[src/hdl/mtag_pkg.sv]
// Tag-check widths, pointer field positions, vector typedefs and request opcode
`default_nettype none

package mtag_pkg;

    // Field widths
    localparam int PTR_WIDTH  = 32;             // Full pointer
    localparam int TAG_WIDTH  = 4;              // Key in pointer, tag in memory
    localparam int GRAN_WIDTH = 8;              // Granule index

    // Pointer field positions
    localparam int GRAN_LSB = 4;                // 16-byte granules
    localparam int KEY_LSB  = 28;               // Key sits in the top nibble

    // Tag memory geometry
    localparam int GRAN_COUNT = 2 ** GRAN_WIDTH; // 256 granule tags

    // Match-all key, never flags a violation
    localparam logic [TAG_WIDTH-1:0] MATCH_ALL_KEY = '0;

    // All tags return to zero on reset
    localparam bit CLEAR_TAGS_ON_RESET = 1'b1;

    // Vector types with a meaning
    typedef logic [PTR_WIDTH-1:0]  ptr_t;
    typedef logic [TAG_WIDTH-1:0]  tag_t;
    typedef logic [GRAN_WIDTH-1:0] gran_t;

    // Request kind
    typedef enum logic {
        OP_CHECK = 1'b0,                        // Compare key with stored tag
        OP_SET   = 1'b1                         // Store a new tag
    } mtag_op_e;

endpackage : mtag_pkg

`default_nettype wire

[src/hdl/mtag_stage_if.sv]
// Request bundle passed between tag-check pipeline stages, with sender and receiver views
`timescale 1ns/1ps
`default_nettype none

interface mtag_stage_if;

    import mtag_pkg::*;

    logic     valid;    // One-cycle request strobe
    mtag_op_e op;       // Check or set
    tag_t     key;      // Pointer key, or new tag for a set
    gran_t    gran;     // Granule index
    tag_t     mem_tag;  // Stored tag, valid after the memory stage

    // Upstream stage
    modport src (
        output valid,
        output op,
        output key,
        output gran,
        output mem_tag
    );

    // Downstream stage
    modport dst (
        input valid,
        input op,
        input key,
        input gran,
        input mem_tag
    );

endinterface : mtag_stage_if

`default_nettype wire

[src/hdl/mtag_decode_stage.sv]
// Decode stage registering a tag request and splitting its pointer into key and granule
`timescale 1ns/1ps
`default_nettype none

module mtag_decode_stage (
    input  wire logic               clk_i,
    input  wire logic               RESET_MEM,     // Synchronous, active high
    input  wire logic               req_valid_i,   // Request strobe
    input  wire mtag_pkg::mtag_op_e req_op_i,
    input  wire mtag_pkg::ptr_t     req_ptr_i,
    input  wire mtag_pkg::tag_t     req_tag_i,     // New tag, sets only
    mtag_stage_if.src               out_o
);

    import mtag_pkg::*;

    tag_t  ptr_key;   // Key field of the pointer
    gran_t ptr_gran;  // Granule field of the pointer
    tag_t  sel_key;   // Key or new tag, by opcode

    // Bits 27:12 and 3:0 are dropped here
    assign ptr_key  = req_ptr_i[KEY_LSB +: TAG_WIDTH];
    assign ptr_gran = req_ptr_i[GRAN_LSB +: GRAN_WIDTH];

    // A set carries its new tag in the key slot
    assign sel_key = (req_op_i == OP_SET) ? req_tag_i : ptr_key;

    // Strobe register
    always_ff @(posedge clk_i) begin
        if (RESET_MEM) begin
            out_o.valid <= 1'b0;
        end else begin
            out_o.valid <= req_valid_i;
        end
    end

    // Payload, qualified by valid downstream
    always_ff @(posedge clk_i) begin
        out_o.op   <= req_op_i;
        out_o.key  <= sel_key;
        out_o.gran <= ptr_gran;
    end

    // Filled in by the memory stage
    assign out_o.mem_tag = '0;

endmodule : mtag_decode_stage

`default_nettype wire

[src/hdl/mtag_mem.sv]
// Tag memory stage with one read and one write port, write bypass and reset clear
`timescale 1ns/1ps
`default_nettype none

module mtag_mem (
    input  wire logic clk_i,
    input  wire logic RESET_MEM,  // Synchronous, active high; clears tags
    mtag_stage_if.dst in_i,       // From decode stage
    mtag_stage_if.src out_o       // To check stage
);

    import mtag_pkg::*;

    tag_t  tag_mem [GRAN_COUNT];  // One tag per granule

    logic  set_en;                // Valid set this cycle
    logic  chk_en;                // Valid check this cycle
    logic  wr_hit;                // Check hits the previous write
    tag_t  rd_tag;                // Read data after bypass

    // Last write, for read-after-write on the following cycle
    logic  last_wr_valid_q;
    gran_t last_wr_gran_q;
    tag_t  last_wr_tag_q;

    assign set_en = in_i.valid && (in_i.op == OP_SET);
    assign chk_en = in_i.valid && (in_i.op == OP_CHECK);

    // Forward the tag written one cycle earlier
    assign wr_hit = chk_en && last_wr_valid_q && (last_wr_gran_q == in_i.gran);
    assign rd_tag = wr_hit ? last_wr_tag_q : tag_mem[in_i.gran];

    // Control state and tag array
    always_ff @(posedge clk_i) begin
        if (RESET_MEM) begin
            out_o.valid     <= 1'b0;
            last_wr_valid_q <= 1'b0;
            if (CLEAR_TAGS_ON_RESET) begin
                for (int idx = 0; idx < GRAN_COUNT; idx++) begin
                    tag_mem[idx] <= '0;
                end
            end
        end else begin
            out_o.valid     <= in_i.valid;
            last_wr_valid_q <= set_en;
            if (set_en) begin
                tag_mem[in_i.gran] <= in_i.key;  // New tag rides in key
            end
        end
    end

    // Payload registers
    always_ff @(posedge clk_i) begin
        out_o.op   <= in_i.op;
        out_o.key  <= in_i.key;
        out_o.gran <= in_i.gran;
        // A set forwards its own tag
        out_o.mem_tag <= set_en ? in_i.key : rd_tag;
        last_wr_gran_q <= in_i.gran;
        last_wr_tag_q  <= in_i.key;
    end

endmodule : mtag_mem

`default_nettype wire

[src/hdl/mtag_check_stage.sv]
// Check stage comparing pointer key with stored tag and producing the result strobe
`timescale 1ns/1ps
`default_nettype none

module mtag_check_stage (
    input  wire logic clk_i,
    input  wire logic RESET_MEM,        // Synchronous, active high
    mtag_stage_if.dst in_i,             // From memory stage
    output logic      res_valid_o,      // One strobe per check
    output logic      res_violation_o   // Key and tag disagree
);

    import mtag_pkg::*;

    logic is_check;   // Valid check request
    logic key_wild;   // Match-all key
    logic mismatch;   // Key differs from stored tag

    // Sets stop here without a result
    assign is_check = in_i.valid && (in_i.op == OP_CHECK);

    assign key_wild = (in_i.key == MATCH_ALL_KEY);
    assign mismatch = (in_i.key != in_i.mem_tag);

    // Result registers
    always_ff @(posedge clk_i) begin
        if (RESET_MEM) begin
            res_valid_o     <= 1'b0;
            res_violation_o <= 1'b0;
        end else begin
            res_valid_o     <= is_check;
            // Only flagged together with a strobe
            res_violation_o <= is_check && !key_wild && mismatch;
        end
    end

endmodule : mtag_check_stage

`default_nettype wire

[src/hdl/mtag_unit.sv]
// Tag-check unit top level with decode, tag memory and check stages
`timescale 1ns/1ps
`default_nettype none

module mtag_unit (
    input  wire logic               clk_i,
    input  wire logic               RESET_MEM,       // Synchronous, active high
    // Request side
    input  wire logic               req_valid_i,     // One-cycle strobe
    input  wire mtag_pkg::mtag_op_e req_op_i,        // Check or set
    input  wire mtag_pkg::ptr_t     req_ptr_i,       // Key in 31:28, granule in 11:4
    input  wire mtag_pkg::tag_t     req_tag_i,       // New tag for sets
    // Result side, three cycles after a check
    output logic                    res_valid_o,
    output logic                    res_violation_o
);

    // Decode to memory
    mtag_stage_if dec_if ();

    // Memory to check
    mtag_stage_if lkp_if ();

    // Stage 1, split pointer
    mtag_decode_stage u_decode (
        .clk_i       (clk_i),
        .RESET_MEM   (RESET_MEM),
        .req_valid_i (req_valid_i),
        .req_op_i    (req_op_i),
        .req_ptr_i   (req_ptr_i),
        .req_tag_i   (req_tag_i),
        .out_o       (dec_if.src)
    );

    // Stage 2, tag lookup and update
    mtag_mem u_mem (
        .clk_i     (clk_i),
        .RESET_MEM (RESET_MEM),
        .in_i      (dec_if.dst),
        .out_o     (lkp_if.src)
    );

    // Stage 3, compare and report
    mtag_check_stage u_check (
        .clk_i           (clk_i),
        .RESET_MEM       (RESET_MEM),
        .in_i            (lkp_if.dst),
        .res_valid_o     (res_valid_o),
        .res_violation_o (res_violation_o)
    );

endmodule : mtag_unit

`default_nettype wire

[config.mk]
export PLATFORM = sky130hd
export DESIGN_NAME = mtag_unit
export DESIGN_NICKNAME = d
export VERILOG_FILES = /design/src/hdl/mtag_pkg.sv /design/src/hdl/mtag_stage_if.sv /design/src/hdl/mtag_decode_stage.sv /design/src/hdl/mtag_mem.sv /design/src/hdl/mtag_check_stage.sv /design/src/hdl/mtag_unit.sv
export SDC_FILE = /design/constraint.sdc
export NUM_CORES = 2
export LEC_CHECK = 0
export BUFFER_PORTS_ARGS = -buffer_cell sky130_fd_sc_hd__buf_2
export CORE_MARGIN = 10
export CORE_UTILIZATION = 40
export DETAILED_ROUTE_END_ITERATION = 12
export GPL_ROUTABILITY_DRIVEN = 0
export PLACE_DENSITY = 0.64
export SLEW_MARGIN = 10
export SYNTH_ARGS = -nofsm -noshare
export SYNTH_HDL_FRONTEND = slang
export SYNTH_SLANG_ARGS = --single-unit
[constraint.sdc]
create_clock -name clk_i -period 3.5 [get_ports clk_i]
set_clock_uncertainty 0.1 [all_clocks]
set_input_delay 0 -clock clk_i [delete_from_list [all_inputs] [get_ports clk_i]]
set_output_delay 0 -clock clk_i [all_outputs]
set_load 0.05 [all_outputs]
==> out/results.ini <==
[floorplanning]
fp.coreArea_um2 = 118000
row_count = 126
io_pins = 42
dieArea_um2 = 134000
die_height_um = 366
start_util_pct = 40.4
dieWidth_um = 366

[logic_synthesis]
synth_seq_cells = 1059
postSynthAreaPerCell_um2 = 13.6
synth_area_um2 = 47900
synth-edff-count = 1024
synth_fp_nets = 3564
ys_types = 66
netlist_instances = 3524
yosysWarningCount = 0
async_reset_ff_share_pct = 0
ys_seq_area_share_pct = 65.7
dominantRegCellSynth = edfxtp_1

[power]
p_switching_mw = 6.29
comb_power_share_pct = 6.8
p_sw_share_pct = 22.9
seq_power_share_pct = 52.2
power.density_nw_per_um2 = 503
leakage_nw = 19.6
p_int_mw = 21.2
power_frac_clock_pct = 41.0
vdd_drop_max_uv = 380

[clock_network]
insertion_delay_ns = 0.69
cts_setup_buffers = 0
cts_buffer_depth = 3
cts_tree = yes
cts_buffers = 110
clk_pin_slew_worst_paths_ns = 0.06
htree_levels = 3
cts_root_buffer = clkbuf_16
clock-sinks = 1059

[timing]
max_slew_margin_pct = 24.2
fin_crit_sh_pct = 96.9
clock.fmax_mhz = 295
finalHoldViolations = 0
slew_violations = 0
rsz0062_at_grt = false
worst_pin_slew_ns = 1.13
tns_ns = 0
setup_viol = 0
min_period_ns = 3.39

[cells_and_area]
final_common_cell = edfxtp_1
final_cells = 5284
final_net_count = 3634
drive_above_1_share_pct = 19.5
layout_common_cells = edfxtp_1 (1024), nor2_1 (988), buf_4 (223), a21o_1 (219), mux4_2 (200)
area_growth_pct = 14.2

[worst_setup_path]
startpoint = u_decode.out_o.gran[1]
crit_top_cell = buf_12
critical_path_class = register to register
cp_slowest_cell = dfxtp_4
max_stage_delay_ns = 0.64
worstPathCellList = buf_12, buf_12, mux4_2, a221oi_1, o31ai_1, nor4_2, buf_4, and4_1, o21ai_1
critical_path_buf_inv_count = 3
worstSetupStartpointType = register
critical_path_required_ns = 3.99
critPathArrivalTime_ns = 3.88
crit_path_max_fanout = 52
critPathTopFamily = buffers and inverters
rr_startpoint = u_decode.out_o.gran[1]
endpoint_kind = register

[route]
wl_per_cell_um = 28.8
drc = 0
dr.first_iter.drc_count = 4130
drtPass1Iterations = 6
via_count = 31678
ant_nets = 0
routed_via_density = 6.00
drt_wl_total_um = 152000

[flow_run]
maxCapViolCount = 0

[placement]
placed_cells = 5045
io_buffers = 21
dpl.hpwl_um = 101000

[grt]
antenna_found_initial = 5
grt_max_degree = 141
grt_usage_pct = 22.0
grt_pass1_vias = 31074
grt_pass1_wl_um = 220000
overflow = 0

[run_status]
outcome = finished clean

[worst_hold_path]
min_path_type = input port to register
min_from = req_ptr_i[10]

## final cells by class
type	instances	area (um2)
antenna	3	7.51
clock buffer	145	3050
clock inverter	54	348
fill	10409	63800
inverter	6	22.5
multi-input combinational	2108	15000
sequential	1059	31500
tap	1600	2000
timing repair buffer	309	2720
## repair_timing
action,in CTS,in global routing
resized for setup,0,1
endpoints found under the hold margin,234,0
hold buffers,37,0
endpoints found under the setup margin,0,1
## per-stage QoR
stage	utilization, %	hold slack (ns)	worst slack, ns	area, um2	power, mW
finish	46.1	0.393	0.109	54600	27.5
detailed placement	42.9	0.00371	0.0581	50800	16.4
global placement	42.9	0.00502	0.0358	50800	16.4
global route	46.1	0.403	0.104	54600	28.2
CTS	46.1	0.362	0.0342	54600	27.5
floorplan	-	-0.0723	0.935	47900	15.6
## power groups by stage
stage	clock network, mW	registers [mW]	logic [mW]
after detailed placement	0	14.6	1.80
final	11.3	14.4	1.88
after CTS	11.3	14.3	1.84
after global placement	0	14.6	1.79
after global routing	11.9	14.4	1.95
after floorplan	0	14.5	1.15
## worst min-delay path: stages
cell and delay (ns):
dlygate4sd3_1 0.53, buf_2 0.10, dlygate4sd3_1 0.53
## kinds of logic after synthesis
family	share of synthesized area (%)
AND/OR/NAND/NOR	11.4
flip-flops	65.7
AO/OA/AOI/OAI	7.06
buffers and inverters	3.49
multiplexers	12.1
XOR/XNOR	0.220
## Yosys cell counts, types with 4 or more instances
master,instances,area share (%)
o221ai_1,5,0.092
buf_2,62,0.65
inv_1,4,0.031
mux2_2,23,0.54
nand3_1,38,0.40
a31oi_1,13,0.17
nor2_1,998,7.8
a221oi_1,32,0.59
clkbuf_1,226,1.8
mux4_2,200,9.4
a22o_1,25,0.46
nor2b_1,8,0.10
nor4_1,4,0.052
o21bai_1,22,0.35
xnor2_1,12,0.22
buf_6,18,0.42
mux2i_1,104,2.2
a21o_1,219,3.4
a21oi_1,26,0.27
nand4_1,14,0.18
a211oi_1,5,0.078
nand2b_1,5,0.065
dfxtp_1,35,1.5
o22ai_1,14,0.18
nand2_1,114,0.89
o211ai_1,4,0.063
nor3_1,15,0.16
o21ai_0,15,0.16
and2_1,76,0.99
a22oi_1,46,0.72
buf_4,27,0.42
edfxtp_1,1024,64
buf_1,17,0.13
or2_2,21,0.27
## flip-flops by register name, indices dropped and copies added, names as in the netlist, 4 cells and up
register / flops
u_mem.last_wr_gran_q: 8
u_mem.tag_mem: 1024
u_mem.out_o.mem_tag: 4
u_decode.out_o.key: 4
u_mem.out_o.key: 4
u_decode.out_o.gran: 8
## layer usage
layer / share of wire [%] / track usage (%) / vias up
li1: - / - / 13130
met1: 38 / 29.2 / 16065
met2: 46 / 34.2 / 2070
met3: 11 / 5.09 / 407
met4: 5.1 / 10.6 / 6
met5: 0.023 / 0 / -
## path summary, 6_finish.rpt
check                       endpoint  slack, ns  depth (start not counted)
min           u_decode.out_o.gran[6]       0.39                          3
min reg2reg  u_mem.last_wr_gran_q[6]       0.40                          0
max           u_mem.out_o.mem_tag[1]       0.11                          9
max reg2reg   u_mem.out_o.mem_tag[1]       0.11                          9
Power figures use the tool's default switching activity.
